**src/source/dbg_macros.svh**
```systemverilog
/* Debug module constants
   DR command layout, bus widths and CRC polynomial */
`ifndef DBG_MACROS_SVH
`define DBG_MACROS_SVH

`define DBG_DR_LEN     64            // JTAG data register length
`define DBG_WORD_W     32            // CPU address and data width
`define DBG_COUNT_W    16            // Burst word count
`define DBG_REGSEL_W   1             // Internal register select
`define DBG_OP_W       4
`define DBG_CRC_POLY   32'hedb88320  // Reflected CRC-32

// Top bit of each DR field
`define DBG_TOP_BIT    63            // 0 means the command is ours
`define DBG_OP_MSB     62
`define DBG_ADDR_MSB   58
`define DBG_COUNT_MSB  26
`define DBG_REGSEL_MSB 58            // Internal register commands only
`define DBG_STALL_BIT  57

`endif

```
**src/source/dbg_pkg.sv**
```systemverilog
/* Debug module types
   FSM states, opcodes, TDO sources, command and bus request structs */
`default_nettype none
`include "dbg_macros.svh"

package dbg_pkg;

  // Control FSM states
  typedef enum logic [3:0] {
    st_idle, st_rbegin, st_rready, st_rstatus,
    st_rburst, st_rcrc, st_wready, st_wwait,
    st_wburst, st_wcrc, st_wmatch
  } dbg_state_e;

  typedef enum logic [`DBG_OP_W-1:0] {
    op_bwrite32 = 4'h3,
    op_bread32  = 4'h7,  // Bit 2 set marks a read
    op_ireg_wr  = 4'h9,
    op_ireg_sel = 4'hd
  } dbg_opcode_e;

  // Source of module_tdo_o
  typedef enum logic [1:0] {
    tdo_crc_out   = 2'd0,
    tdo_crc_match = 2'd1,
    tdo_data_out  = 2'd2,
    tdo_biu_ready = 2'd3
  } dbg_tdo_sel_e;

  typedef struct packed {
    logic                     module_cmd;  // Not a top level command
    dbg_opcode_e              opcode;
    logic [`DBG_WORD_W-1:0]   address;
    logic [`DBG_COUNT_W-1:0]  count;       // Words in burst
    logic [`DBG_REGSEL_W-1:0] reg_select;
    logic                     stall;
  } dbg_cmd_t;

  typedef struct packed {
    logic [`DBG_WORD_W-1:0] addr;
    logic [`DBG_WORD_W-1:0] wdata;
    logic                   rd_wrn;  // 1 for read
  } dbg_bus_req_t;

endpackage

`default_nettype wire

```
**src/source/dbg_burst_fsm.sv**
```systemverilog
/* Debug module control FSM
   Sequences burst reads and writes, holds address, word and bit counters */
`timescale 1ns/1ps
`default_nettype none
`include "dbg_macros.svh"

module dbg_burst_fsm (
  input  logic                   tck_i,
  input  logic                   tlr_i,
  input  dbg_pkg::dbg_cmd_t      cmd_i,
  input  logic                   dr_msb_i,      // Write start bit
  input  logic                   capture_dr_i,
  input  logic                   shift_dr_i,
  input  logic                   update_dr_i,
  input  logic                   module_select_i,
  input  logic                   biu_rdy_i,
  output logic [`DBG_WORD_W-1:0] addr_o,
  output logic                   rd_wrn_o,
  output logic                   biu_strobe_o,
  output logic                   out_ld_o,
  output logic                   out_src_bus_o,  // 1 loads bus data, 0 status
  output logic                   out_shift_o,
  output logic                   crc_clr_o,
  output logic                   crc_en_o,
  output logic                   crc_in_tdi_o,   // 1 for write data
  output logic                   crc_shift_o,
  output dbg_pkg::dbg_tdo_sel_e  tdo_sel_o,
  output logic                   status_we_o,
  output logic                   top_inhibit_o
);

  dbg_pkg::dbg_state_e     state_q;
  dbg_pkg::dbg_state_e     state_d;
  dbg_pkg::dbg_opcode_e    op_q;        // Latched burst opcode
  logic [`DBG_WORD_W-1:0]  addr_q;
  logic [`DBG_COUNT_W-1:0] word_cnt_q;  // Words left
  logic [5:0]              bit_cnt_q;
  logic addr_ld;
  logic addr_inc;
  logic word_ld;
  logic word_dec;
  logic bit_rst;
  logic bit_inc;
  logic op_ld;
  logic word_zero;
  logic word_last;
  logic bit_max;
  logic bit_32;
  logic cmd_hit;
  logic burst_cmd;

  assign word_zero = (word_cnt_q == '0);
  assign word_last = (word_cnt_q == `DBG_COUNT_W'(1));  // No further prefetch
  assign bit_max   = (bit_cnt_q == 6'(`DBG_WORD_W - 1));
  assign bit_32    = (bit_cnt_q == 6'(`DBG_WORD_W));      // CRC fully shifted in
  assign cmd_hit   = module_select_i & cmd_i.module_cmd & update_dr_i;
  assign burst_cmd = (cmd_i.opcode == dbg_pkg::op_bwrite32) |
                     (cmd_i.opcode == dbg_pkg::op_bread32);

  //////////////////////
  // Next state and controls
  always_comb begin
    state_d       = state_q;
    {addr_ld, addr_inc, word_ld, word_dec, bit_rst, bit_inc, op_ld} = '0;
    biu_strobe_o  = 1'b0;
    out_ld_o      = 1'b0;
    out_src_bus_o = 1'b0;
    out_shift_o   = 1'b0;
    crc_clr_o     = 1'b0;
    crc_en_o      = 1'b0;
    crc_in_tdi_o  = 1'b0;
    crc_shift_o   = 1'b0;
    status_we_o   = 1'b0;
    top_inhibit_o = 1'b0;
    tdo_sel_o     = dbg_pkg::tdo_data_out;
    case (state_q)
      dbg_pkg::st_idle: begin
        out_ld_o    = module_select_i & capture_dr_i;  // Status readback
        out_shift_o = module_select_i & shift_dr_i;
        status_we_o = cmd_hit & (cmd_i.opcode == dbg_pkg::op_ireg_wr) &
                      (cmd_i.reg_select == '0);
        if (cmd_hit && burst_cmd) begin
          {addr_ld, op_ld, word_ld, bit_rst, crc_clr_o} = '1;
          state_d = cmd_i.opcode[2] ? dbg_pkg::st_rbegin : dbg_pkg::st_wready;
        end
      end
      dbg_pkg::st_rbegin: begin
        if (word_zero) begin
          state_d = dbg_pkg::st_idle;  // Empty burst
        end else begin
          biu_strobe_o = 1'b1;         // Fetch first word early
          addr_inc     = 1'b1;
          state_d      = dbg_pkg::st_rready;
        end
      end
      dbg_pkg::st_rready: begin
        if (module_select_i && capture_dr_i) state_d = dbg_pkg::st_rstatus;
      end
      dbg_pkg::st_rstatus: begin
        tdo_sel_o     = dbg_pkg::tdo_biu_ready;
        top_inhibit_o = 1'b1;
        if (shift_dr_i && biu_rdy_i) begin
          {out_ld_o, out_src_bus_o, bit_rst, word_dec} = '1;
          biu_strobe_o = ~word_last;  // Prefetch next word
          addr_inc     = ~word_last;
          state_d      = dbg_pkg::st_rburst;
        end
      end
      dbg_pkg::st_rburst: begin
        top_inhibit_o = 1'b1;
        if (shift_dr_i) begin
          {out_shift_o, crc_en_o, bit_inc} = '1;  // CRC over TDO bits
          if (bit_max) begin
            bit_rst = 1'b1;
            if (word_zero) begin
              state_d = dbg_pkg::st_rcrc;
            end else begin
              {out_ld_o, out_src_bus_o, word_dec} = '1;  // Next word, no status bit
              biu_strobe_o = ~word_last;
              addr_inc     = ~word_last;
            end
          end
        end
      end
      dbg_pkg::st_rcrc: begin
        tdo_sel_o     = dbg_pkg::tdo_crc_out;
        crc_shift_o   = shift_dr_i;
        top_inhibit_o = 1'b1;
      end
      dbg_pkg::st_wready: begin
        if (word_zero) state_d = dbg_pkg::st_idle;
        else if (module_select_i && capture_dr_i) state_d = dbg_pkg::st_wwait;
      end
      dbg_pkg::st_wwait: begin
        top_inhibit_o = 1'b1;
        crc_in_tdi_o  = 1'b1;
        // Start bit is in the DR, tdi already carries data bit 0
        if (shift_dr_i && module_select_i && dr_msb_i) begin
          {bit_inc, word_dec, crc_en_o} = '1;
          state_d = dbg_pkg::st_wburst;
        end
      end
      dbg_pkg::st_wburst: begin
        top_inhibit_o = 1'b1;
        crc_in_tdi_o  = 1'b1;
        if (shift_dr_i) begin
          {crc_en_o, bit_inc} = '1;
          if (bit_max) begin
            {bit_rst, biu_strobe_o, addr_inc} = '1;  // Full word in DR
            if (word_zero) state_d = dbg_pkg::st_wcrc;
            else word_dec = 1'b1;
          end
        end
      end
      dbg_pkg::st_wcrc: begin
        top_inhibit_o = 1'b1;
        bit_inc       = shift_dr_i;
        if (bit_32) begin
          tdo_sel_o = dbg_pkg::tdo_crc_match;  // Match bit goes out now
          state_d   = dbg_pkg::st_wmatch;
        end
      end
      dbg_pkg::st_wmatch: begin
        tdo_sel_o     = dbg_pkg::tdo_crc_match;
        top_inhibit_o = 1'b1;
      end
      default: state_d = dbg_pkg::st_idle;
    endcase
    if (update_dr_i && state_q != dbg_pkg::st_idle) state_d = dbg_pkg::st_idle;  // Abort
  end

  //////////////////////
  // State and counters
  always_ff @(posedge tck_i or posedge tlr_i) begin
    if (tlr_i) begin
      state_q    <= dbg_pkg::st_idle;
      op_q       <= dbg_pkg::op_bwrite32;
      addr_q     <= '0;
      word_cnt_q <= '0;
      bit_cnt_q  <= '0;
    end else begin
      state_q <= state_d;
      if (op_ld) op_q <= cmd_i.opcode;
      if (addr_ld) addr_q <= cmd_i.address;
      else if (addr_inc) addr_q <= addr_q + 1'b1;  // Word addressed
      if (word_ld) word_cnt_q <= cmd_i.count;
      else if (word_dec) word_cnt_q <= word_cnt_q - 1'b1;
      if (bit_rst) bit_cnt_q <= '0;
      else if (bit_inc) bit_cnt_q <= bit_cnt_q + 1'b1;
    end
  end

  assign addr_o   = addr_q;
  assign rd_wrn_o = op_q[2];

endmodule

`default_nettype wire

```
**src/source/dbg_bus_unit.sv**
```systemverilog
/* CPU bus master for the debug module
   Latches one request per strobe, runs stb until ack, reports ready */
`timescale 1ns/1ps
`default_nettype none
`include "dbg_macros.svh"

module dbg_bus_unit (
  input  logic                   tck_i,
  input  logic                   tlr_i,
  input  logic                   strobe_i,   // Start a bus cycle
  input  dbg_pkg::dbg_bus_req_t  req_i,
  output logic                   rdy_o,      // Low while a cycle is pending
  output logic [`DBG_WORD_W-1:0] rdata_o,
  output logic [`DBG_WORD_W-1:0] cpu_addr_o,
  output logic [`DBG_WORD_W-1:0] cpu_data_o,
  input  logic [`DBG_WORD_W-1:0] cpu_data_i,
  output logic                   cpu_stb_o,
  output logic                   cpu_we_o,
  input  logic                   cpu_ack_i
);

  dbg_pkg::dbg_bus_req_t  req_q;  // Held for the whole bus cycle
  logic [`DBG_WORD_W-1:0] rdata_q;
  logic                   rdy_q;
  logic                   stb_q;
  logic                   we_q;

  //////////////////////
  // Payload
  always_ff @(posedge tck_i) begin
    if (strobe_i) begin
      req_q <= req_i;
    end
    if (stb_q && cpu_ack_i && req_q.rd_wrn) begin
      rdata_q <= cpu_data_i;  // Capture read word on ack
    end
  end

  //////////////////////
  // Handshake
  always_ff @(posedge tck_i or posedge tlr_i) begin
    if (tlr_i) begin
      rdy_q <= 1'b1;
      stb_q <= 1'b0;
      we_q  <= 1'b0;
    end else if (strobe_i) begin
      rdy_q <= 1'b0;                 // Busy until ack
    end else if (!rdy_q && !stb_q) begin
      stb_q <= 1'b1;                 // Edge after strobe
      we_q  <= ~req_q.rd_wrn;
    end else if (stb_q && cpu_ack_i) begin
      stb_q <= 1'b0;
      we_q  <= 1'b0;
      rdy_q <= 1'b1;                 // Same edge as stb drop
    end
  end

  assign rdy_o      = rdy_q;
  assign rdata_o    = rdata_q;
  assign cpu_addr_o = req_q.addr;
  assign cpu_data_o = req_q.wdata;
  assign cpu_stb_o  = stb_q;
  assign cpu_we_o   = we_q;

endmodule

`default_nettype wire

```
**src/source/dbg_cpu_module.sv**
```systemverilog
/* JTAG debug module for one CPU
   Command decode, output shift register, TDO mux and CRC compare */
`timescale 1ns/1ps
`default_nettype none
`include "dbg_macros.svh"

module dbg_cpu_module (
  input  logic                   tck_i,
  input  logic                   tlr_i,
  input  logic                   tdi_i,
  input  logic                   capture_dr_i,
  input  logic                   shift_dr_i,
  input  logic                   update_dr_i,
  input  logic                   module_select_i,
  input  logic [`DBG_DR_LEN-1:0] data_register_i,
  output logic                   module_tdo_o,
  output logic                   top_inhibit_o,
  output logic [`DBG_WORD_W-1:0] cpu_addr_o,
  output logic [`DBG_WORD_W-1:0] cpu_data_o,
  input  logic [`DBG_WORD_W-1:0] cpu_data_i,
  output logic                   cpu_stb_o,
  output logic                   cpu_we_o,
  input  logic                   cpu_ack_i,
  input  logic                   cpu_bp_i,
  output logic                   cpu_stall_o
);

  dbg_pkg::dbg_cmd_t      cmd;
  dbg_pkg::dbg_bus_req_t  bus_req;
  dbg_pkg::dbg_tdo_sel_e  tdo_sel;
  logic [`DBG_WORD_W-1:0] fsm_addr;
  logic [`DBG_WORD_W-1:0] biu_rdata;
  logic [`DBG_WORD_W-1:0] crc_val;
  logic [`DBG_WORD_W-1:0] out_q;  // Output shift register
  logic rd_wrn;
  logic biu_strobe;
  logic biu_rdy;
  logic out_ld;
  logic out_src_bus;
  logic out_shift;
  logic crc_clr;
  logic crc_en;
  logic crc_in_tdi;
  logic crc_shift;
  logic crc_serial;
  logic crc_bit;
  logic crc_match;
  logic status_we;

  //////////////////////
  // Command decode
  always_comb begin
    cmd.module_cmd = ~data_register_i[`DBG_TOP_BIT];
    cmd.opcode     = dbg_pkg::dbg_opcode_e'(data_register_i[`DBG_OP_MSB -: `DBG_OP_W]);
    cmd.address    = data_register_i[`DBG_ADDR_MSB -: `DBG_WORD_W];
    cmd.count      = data_register_i[`DBG_COUNT_MSB -: `DBG_COUNT_W];
    cmd.reg_select = data_register_i[`DBG_REGSEL_MSB -: `DBG_REGSEL_W];
    cmd.stall      = data_register_i[`DBG_STALL_BIT];
  end

  // Last write bit is still on TDI, the rest sits in the DR top
  assign bus_req.addr   = fsm_addr;
  assign bus_req.wdata  = {tdi_i, data_register_i[`DBG_DR_LEN-1 -: `DBG_WORD_W-1]};
  assign bus_req.rd_wrn = rd_wrn;

  //////////////////////
  // Output shift register and TDO
  always_ff @(posedge tck_i or posedge tlr_i) begin
    if (tlr_i) begin
      out_q <= '0;
    end else if (out_ld) begin
      out_q <= out_src_bus ? biu_rdata : {{(`DBG_WORD_W-1){1'b0}}, cpu_stall_o};
    end else if (out_shift) begin
      out_q <= {1'b0, out_q[`DBG_WORD_W-1:1]};  // LSB first
    end
  end

  always_comb begin
    case (tdo_sel)
      dbg_pkg::tdo_biu_ready: module_tdo_o = biu_rdy;
      dbg_pkg::tdo_data_out:  module_tdo_o = out_q[0];
      dbg_pkg::tdo_crc_match: module_tdo_o = crc_match;
      default:                module_tdo_o = crc_serial;
    endcase
  end

  assign crc_bit   = crc_in_tdi ? tdi_i : out_q[0];  // Write data or read data
  assign crc_match = (data_register_i[`DBG_DR_LEN-1 -: `DBG_WORD_W] == crc_val);

  //////////////////////
  // Units
  dbg_burst_fsm u_fsm (
    .tck_i          (tck_i),
    .tlr_i          (tlr_i),
    .cmd_i          (cmd),
    .dr_msb_i       (data_register_i[`DBG_TOP_BIT]),
    .capture_dr_i   (capture_dr_i),
    .shift_dr_i     (shift_dr_i),
    .update_dr_i    (update_dr_i),
    .module_select_i(module_select_i),
    .biu_rdy_i      (biu_rdy),
    .addr_o         (fsm_addr),
    .rd_wrn_o       (rd_wrn),
    .biu_strobe_o   (biu_strobe),
    .out_ld_o       (out_ld),
    .out_src_bus_o  (out_src_bus),
    .out_shift_o    (out_shift),
    .crc_clr_o      (crc_clr),
    .crc_en_o       (crc_en),
    .crc_in_tdi_o   (crc_in_tdi),
    .crc_shift_o    (crc_shift),
    .tdo_sel_o      (tdo_sel),
    .status_we_o    (status_we),
    .top_inhibit_o  (top_inhibit_o)
  );

  dbg_bus_unit u_biu (
    .tck_i     (tck_i),
    .tlr_i     (tlr_i),
    .strobe_i  (biu_strobe),
    .req_i     (bus_req),
    .rdy_o     (biu_rdy),
    .rdata_o   (biu_rdata),
    .cpu_addr_o(cpu_addr_o),
    .cpu_data_o(cpu_data_o),
    .cpu_data_i(cpu_data_i),
    .cpu_stb_o (cpu_stb_o),
    .cpu_we_o  (cpu_we_o),
    .cpu_ack_i (cpu_ack_i)
  );

  dbg_crc32 u_crc (
    .tck_i   (tck_i),
    .tlr_i   (tlr_i),
    .bit_i   (crc_bit),
    .en_i    (crc_en),
    .shift_i (crc_shift),
    .clr_i   (crc_clr),
    .crc_o   (crc_val),
    .serial_o(crc_serial)
  );

  dbg_status_reg u_status (
    .tck_i      (tck_i),
    .tlr_i      (tlr_i),
    .we_i       (status_we),
    .stall_i    (cmd.stall),
    .cpu_bp_i   (cpu_bp_i),
    .cpu_stall_o(cpu_stall_o)
  );

endmodule

`default_nettype wire

```
**src/source/dbg_crc32.sv**
```systemverilog
/* Serial reflected CRC-32, init all ones, no final inversion
   The CRC register is also the serial output shift register */
`timescale 1ns/1ps
`default_nettype none
`include "dbg_macros.svh"

module dbg_crc32 (
  input  logic                   tck_i,
  input  logic                   tlr_i,
  input  logic                   bit_i,     // Serial data in
  input  logic                   en_i,      // One CRC step
  input  logic                   shift_i,   // Shift CRC out
  input  logic                   clr_i,
  output logic [`DBG_WORD_W-1:0] crc_o,
  output logic                   serial_o
);

  logic [`DBG_WORD_W-1:0] crc_q;
  logic                   fb;  // Feedback bit

  assign fb = crc_q[0] ^ bit_i;

  always_ff @(posedge tck_i or posedge tlr_i) begin
    if (tlr_i) begin
      crc_q <= '1;
    end else if (clr_i) begin
      crc_q <= '1;  // New burst
    end else if (en_i) begin
      crc_q <= (crc_q >> 1) ^ ({`DBG_WORD_W{fb}} & `DBG_CRC_POLY);
    end else if (shift_i) begin
      crc_q <= {1'b0, crc_q[`DBG_WORD_W-1:1]};  // LSB goes out first
    end
  end

  assign crc_o    = crc_q;
  assign serial_o = crc_q[0];

endmodule

`default_nettype wire

```
**src/source/dbg_status_reg.sv**
```systemverilog
/* Stall status register
   Written by command, set by CPU breakpoint */
`timescale 1ns/1ps
`default_nettype none

module dbg_status_reg (
  input  logic tck_i,
  input  logic tlr_i,
  input  logic we_i,
  input  logic stall_i,   // Value from ireg_wr command
  input  logic cpu_bp_i,  // Breakpoint hit
  output logic cpu_stall_o
);

  always_ff @(posedge tck_i or posedge tlr_i) begin
    if (tlr_i) begin
      cpu_stall_o <= 1'b0;
    end else if (cpu_bp_i) begin
      cpu_stall_o <= 1'b1;     // Breakpoint wins over write
    end else if (we_i) begin
      cpu_stall_o <= stall_i;
    end
  end

endmodule

`default_nettype wire
```
**config.mk**
```make
export PLATFORM = sky130hd
export DESIGN_NAME = dbg_cpu_module
export DESIGN_NICKNAME = d
export VERILOG_FILES = /design/src/source/dbg_pkg.sv /design/src/source/dbg_burst_fsm.sv /design/src/source/dbg_bus_unit.sv /design/src/source/dbg_cpu_module.sv /design/src/source/dbg_crc32.sv /design/src/source/dbg_status_reg.sv
export VERILOG_INCLUDE_DIRS = /design/src /design/src/source
export SDC_FILE = /design/constraint.sdc
export NUM_CORES = 1
export LEC_CHECK = 0
export BUFFER_PORTS_ARGS = -buffer_cell sky130_fd_sc_hd__buf_4
export CORE_UTILIZATION = 50
export CTS_BUF_LIST = sky130_fd_sc_hd__clkbuf_16
export DETAILED_ROUTE_END_ITERATION = 16
export GPL_ROUTABILITY_DRIVEN = 0
export GPL_TIMING_DRIVEN = 0
export PLACE_DENSITY = 0.7
export SLEW_MARGIN = 20
export SYNTH_ARGS = -nofsm -noshare
export SYNTH_HDL_FRONTEND = slang
export SYNTH_HIERARCHICAL = 1
export SYNTH_SLANG_ARGS = --single-unit
export TNS_END_PERCENT = 10
```
**constraint.sdc**
```tcl
create_clock -name tck_i -period 3.8 [get_ports tck_i]
set_input_delay 0.57 -clock tck_i [delete_from_list [all_inputs] [get_ports tck_i]]
set_output_delay 0.57 -clock tck_i [all_outputs]
set_load 0.02 [all_outputs]
```
==> results of run 1 <==
[critical path: cells and delay by family (launching register included)]
family	cells	cell delay (ns)
AOI/OAI and AO/OA	4	0.99
buffers and inverters	3	0.86
and+or+nand+nor	1	0.05
DFF	1	0.32
muxes	1	0.24
[power by group]
group	leakage (nW)	internal (mW)	switching, mW	total [mW]
clock network	0.446	1.53	0.956	2.48
registers	2.45	3.38	0.631	4.01
logic	2.59	1.18	1.41	2.58
[area by class of cell]
class | count | area (µm²)
Fill cell | 1788 | 8240
Clock buffer | 25 | 626
Timing Repair Buffer | 165 | 1270
Sequential cell | 224 | 6130
Clock inverter | 20 | 215
Multi-Input combinational cell | 667 | 4190
Inverter | 24 | 95.1
Tap cell | 280 | 350
Buffer | 115 | 763
[registers in the layout, summed over array words and instances, names as in the netlist]
name                  cells
u_fsm/state_q             4
u_biu/rdata_o            32
out_q                    32
u_biu/rdy_o               1
u_fsm/bit_cnt_q           6
u_fsm/addr_o             32
u_status/cpu_stall_o      1
u_biu/cpu_we_o            1
u_biu/req_q               1
u_fsm/word_cnt_q         16
u_biu/cpu_stb_o           1
u_fsm/op_q                1
u_crc/crc_o              32
u_biu/cpu_addr_o         32
u_biu/cpu_data_o         32
[logic make-up (layout without fill, tap and decap cells)]
group,after synthesis,in the layout,share of synthesized area [%]
DFF,224,224,54.9
adders and majority gates,6,6,0.672
muxes,43,43,3.89
AOI/OAI and AO/OA,182,182,10.7
buffers and inverters,139,349,7.64
xor gates and xnor gates,53,53,4.16
and+or+nand+nor,383,383,18.0
[metrics by stage]
stage	cell area, µm²	util [%]	total power [mW]	setup WS (ns)	hold WS [ns]
after floorplan	11200	-	5.67	0.802	0.299
after global placement	12700	58.2	6.50	-0.183	0.433
after detailed placement	12800	58.4	6.59	0.282	0.439
after CTS	13600	62.3	9.08	0.200	0.206
after global routing	13600	62.3	9.52	0.0473	0.201
final	13600	62.3	9.07	0.230	0.220
[Yosys cell counts, drive strengths merged (3+ instances only)]
master,instances
o21ai,66
clkbuf,20
nor3b,4
nor4,13
nor2b,10
xnor2,38
nor3,32
o211ai,6
o32a,3
ha,6
inv,24
dfrtp,94
or2,3
nand4,19
nand3b,18
nor4b,5
a22oi,4
a32oi,6
xor2,15
nand2,129
nand3,20
nor2,66
mux2,3
or4,17
mux2i,40
or3b,8
o31a,7
edfxtp,97
or3,17
dfstp,33
a21oi,19
and3,8
buf,95
a31oi,27
o32ai,9
a221o,3
nand2b,5
o31ai,12
[worst max-delay path by stage]
stage | startpoint | endpoint | slack (ns)
after floorplan | u_fsm/state_q[1]$_DFFE_PP0P_ | u_fsm/addr_o[25]$_DFFE_PP0P_ | 0.80
after global placement | shift_dr_i | u_fsm/addr_o[21]$_DFFE_PP0P_ | -0.18
after detailed placement | u_fsm/word_cnt_q[2]$_DFFE_PP0P_ | u_fsm/addr_o[21]$_DFFE_PP0P_ | 0.28
after CTS | u_fsm/state_q[2]$_DFFE_PP0P_ | module_tdo_o | 0.20
after global routing | u_fsm/state_q[2]$_DFFE_PP0P_ | module_tdo_o | 0.05
final | u_fsm/state_q[2]$_DFFE_PP0P_ | module_tdo_o | 0.23
[timing repair]
item / CTS / global route
gates resized for setup: 0 / 1
hold buffers: 1 / 0
endpoints found under the hold margin: 9 / 0
endpoints found under the setup margin: 0 / 1
[routing by layer]
layer | GRT usage [%] | vias to the layer above | share of wire [%]
met3 | 4.13 | 54 | 7.6
met5 | 0 | - | 0
met2 | 37.5 | 386 | 45
met4 | 8.15 | 0 | 2.6
li1 | - | 4068 | -
met1 | 36.9 | 4183 | 45
==> flow_metrics.tcl, run 1 <==
set metrics [dict create \
    status "completed" \
    syn-cell-area_mm2 0.0112 \
    cp_slowest_cell "a22oi_1" \
    dpl.hpwl_um 20400 \
    overflow 0 \
    synth_seq_cells 224 \
    clockBufferDepth 3 \
    core.rowCount 54 \
    syn_nets 1141 \
    crit_top_cell "clkbuf_1" \
    dp.cells 1474 \
    powerDensity_mw_per_mm2 665 \
    holdPathEnd "u_biu/rdata_o[11]$_DFFE_PP_" \
    die_area_mm2 0.0229 \
    synth-async-reset-ratio_pct 56.7 \
    start_util_pct 51.0 \
    finalSetupViolations 0 \
    crit_required_ns 3.23 \
    synth_ff_type "edfxtp_1" \
    hold_viol_final 0 \
    syn_to_final_growth_pct 22.2 \
    finalSetupTns_ns 0 \
    cts_sinks 224 \
    grt_pass1_wl_um 43900 \
    track_usage_pct 25.1 \
    rsz0062_at_grt "no" \
    drive_above_1_share_pct 28.9 \
    grt_start_max_net_pins 54 \
    reg2reg_to "u_crc/crc_o[19]$_DFFE_PP1P_" \
    yosys_warnings 6 \
    drt_pass1_iterations 5 \
    ir_worst_vdd_mv 0.334 \
    post_drt_wl_per_cell_um 18.7 \
    avgSynthCellArea_um2 10.8 \
    finalNetCount 1333 \
    postRouteAntennaNets 0 \
    vias 8691 \
    worst_hold_startpoint "cpu_data_i[11]" \
    core-area_mm2 0.0219 \
    final_cell_mix "buf_4 (235), nand2_1 (129), edfxtp_1 (97)" \
    slowest_delay_ns 0.46 \
    worst_pin_slew_ns 0.726 \
    r2r_setup_slack_ns 0.24 \
    diodes 0 \
    yosysTopAreaCell "edfxtp_1" \
    die_w_um 151 \
    crit_type "reg -> out" \
    syn_inst 1030 \
    path_cells "clkbuf_1, clkbuf_1, o21ai_0, a22oi_1, mux2i_1, nor2_1, a31oi_1, o21ai_1, buf_4" \
    vias_per_cell 5.72 \
    fmax_mhz 280 \
    drtIter0Drc 711 \
    whs_path_depth 1 \
    p_leak_nw 5.49 \
    grt_pass1_vias 8045 \
    insertion_delay_ns 0.53 \
    clockRootBuffer "clkbuf_16" \
    seq_area_frac_synth_pct 54.9 \
    hold_path.class "in -> reg" \
    yosys-top-cells-area "edfxtp_1 (26%), dfrtp_1 (21%), dfstp_2 (7.8%), buf_4 (4.9%), nand2_1 (4.3%)" \
    die_h_um 151 \
    fin_skew_ns 0.0163 \
    antenna_found_initial 1 \
    numCtsBuffers 25 \
    finalCritPeriodShare_pct 93.9 \
    worst_r2r_path_depth 11 \
    finalCriticalPeriod_ns 3.57 \
    port-buffer-count 162 \
    cts_setup_buffers 0 \
    maxSlewHeadroom_pct 51.2 \
    wirelength_um 28400 \
    cp-end-kind "output pin" \
    final_common_cell "buf_4" \
    htree_levels 1 \
    path_clk_slew_ns 0.07 \
    pin_count 174 \
    path_max_fanout 10 \
    synth_top_area_share_pct 26.1 \
    maxCapViolations 0 \
    synth_edf_count 97 \
    worst_r2r_startpoint "u_fsm/state_q[1]$_DFFE_PP0P_" \
    critPathLaunchType "flop" \
    synth.distinct_cells 77 \
    worstPathArrival_ns 3.00 \
    finalNonFillerCells 1520 \
    drc_errors 0 \
    cts_tree "yes" \
    drv_slew 0 \
]
(Power assumes the default switching activity.)
==> run 2, diff against run 1 <==
--- a/config.mk
+++ b/config.mk
@@ -7,6 +7,7 @@
 export NUM_CORES = 1
 export LEC_CHECK = 0
 export BUFFER_PORTS_ARGS = -buffer_cell sky130_fd_sc_hd__buf_4
+export CORE_MARGIN = 10
 export CORE_UTILIZATION = 50
 export CTS_BUF_LIST = sky130_fd_sc_hd__clkbuf_16
 export DETAILED_ROUTE_END_ITERATION = 16
==> flow_metrics.tcl, run 2 (synthesized netlist as in run 1, its figures left out) <==
set metrics [dict create \
    rsz0062_at_grt "no" \
    port-buffer-count 162 \
    worstPathArrival_ns 3.12 \
    fin_skew_ns 0.00933 \
    finalNonFillerCells 1521 \
    dpl.hpwl_um 22000 \
    overflow 0 \
    htree_levels 1 \
    grt_pass1_wl_um 47800 \
    insertion_delay_ns 0.53 \
    postCtsHoldBufs 1 \
    path_delay_family "compound AO/OA/AOI/OAI gates" \
    path_cells "clkbuf_1, clkbuf_1, o21ai_0, a22oi_1, mux2i_1, nor2_1, a31oi_1, o21ai_1, buf_4" \
    die_h_um 169 \
    cp-end-kind "output pin" \
    drtIter0Drc 779 \
    worst_pin_slew_ns 0.763 \
    powerDensity_mw_per_mm2 657 \
    core.rowCount 54 \
    final_cell_mix "buf_4 (235), nand2_1 (129), edfxtp_1 (97)" \
    crit_top_cell "clkbuf_1" \
    cts_resized 0 \
    hold_viol_final 0 \
    dp.cells 1474 \
    maxCapViolations 0 \
    drv_slew 0 \
    cts_setup_buffers 0 \
    clockBufferDepth 3 \
    p_leak_nw 5.43 \
    crit_type "reg -> out" \
    final_common_cell "buf_4" \
    finalCritPeriodShare_pct 97.0 \
    slowest_delay_ns 0.50 \
    whs_path_depth 1 \
    cts_tree "yes" \
    hold_path.class "in -> reg" \
    path_max_fanout 10 \
    cts_sinks 224 \
    finalSetupViolations 0 \
    grt_start_max_net_pins 48 \
    fillCellCount 1801 \
    status "completed" \
    die_area_mm2 0.0287 \
    cp_slowest_cell "a22oi_1" \
    start_util_pct 51.0 \
    cp.depth 9 \
    path_clk_slew_ns 0.06 \
    clockRootBuffer "clkbuf_16" \
    placed_cell_area_mm2 0.0128 \
    drive_above_1_share_pct 28.9 \
    syn_to_final_growth_pct 21.7 \
    crit_required_ns 3.23 \
    drt_pass1_iterations 7 \
    pin_count 174 \
    worst_r2r_path_depth 11 \
    track_usage_pct 20.5 \
    ir_worst_vdd_mv 0.331 \
    maxSlewHeadroom_pct 48.7 \
    fmax_mhz 271 \
    wirelength_um 30300 \
    core-area_mm2 0.0219 \
    post_drt_wl_per_cell_um 19.9 \
    critPathLaunchType "flop" \
    total_power_mw 8.93 \
    drc_errors 0 \
    grt_pass1_vias 8555 \
    finalNetCount 1333 \
    diodes 0 \
    crit_buf_inv 3 \
    vias 8685 \
    antenna_found_initial 1 \
    numCtsBuffers 25 \
    die_w_um 169 \
    vias_per_cell 5.71 \
    fin_area_mm2 0.0136 \
    finalCriticalPeriod_ns 3.69 \
    postRouteAntennaNets 0 \
]
run 2: cell types whose count changed in the layout (fill, tap and decap cells not counted), sizes merged:
cell      delta
bufinv       -3
clkinv       +4
clkinvlp     +4
inv          -4
run 2: power breakdown:
group / total (mW) / switching [mW] / internal [mW]
Clock: 2.31 / 0.975 / 1.33
Sequential: 4.01 / 0.633 / 3.38
Combinational: 2.61 / 1.43 / 1.18
run 2: final timing paths:
path                                              start                               end  slack (ns)
min in group asynchronous                         tlr_i  u_status/cpu_stall_o$_DFFE_PP0P_        0.49
min reg2reg                 u_biu/rdata_o[19]$_DFFE_PP_             out_q[19]$_DFFE_PP0P_        0.45
max reg2reg                u_fsm/state_q[1]$_DFFE_PP0P_       u_crc/crc_o[27]$_DFFE_PP1P_        0.28
min                                       cpu_data_i[5]        u_biu/rdata_o[5]$_DFFE_PP_        0.22
max in group asynchronous                         tlr_i        u_crc/crc_o[1]$_DFFE_PP1P_        2.61
max                        u_fsm/state_q[2]$_DFFE_PP0P_                      module_tdo_o        0.11
run 2: layout make-up:
| cell class | count | area [µm²] | share of cell area (%) |
|---|---|---|---|
| multi-input combinational | 667 | 4180 | 30.8 |
| tap | 280 | 350 | 2.58 |
| buffer | 115 | 763 | 5.61 |
| timing repair buffer | 165 | 1280 | 9.43 |
| sequential | 224 | 6130 | 45.1 |
| inverter | 24 | 95.1 | 0.700 |
| clock inverter | 21 | 163 | 1.20 |
| clock buffer | 25 | 626 | 4.60 |
run 2: layer usage:
layer | global-route usage [%] | vias up | wire length [µm]
met1 | 28.8 | 4179 | 13300
met2 | 31.8 | 373 | 14000
li1 | - | 4085 | -
met5 | 0 | - | 0
met4 | 5.70 | 0 | 735
met3 | 3.87 | 48 | 2270
run 2: metrics by stage:
| step | setup TNS, ns | worst slack [ns] | hold WS [ns] | util [%] |
|---|---|---|---|---|
| 2_1_floorplan | 0 | 0.802 | 0.299 | - |
| 3_3_place_gp | -3.46 | -0.167 | 0.433 | 58.2 |
| 3_5_place_dp | 0 | 0.317 | 0.436 | 58.4 |
| 4_1_cts | 0 | 0.149 | 0.197 | 62.1 |
| 5_1_grt | 0 | 0.0138 | 0.201 | 62.1 |
| 6_report | 0 | 0.115 | 0.216 | 62.1 |
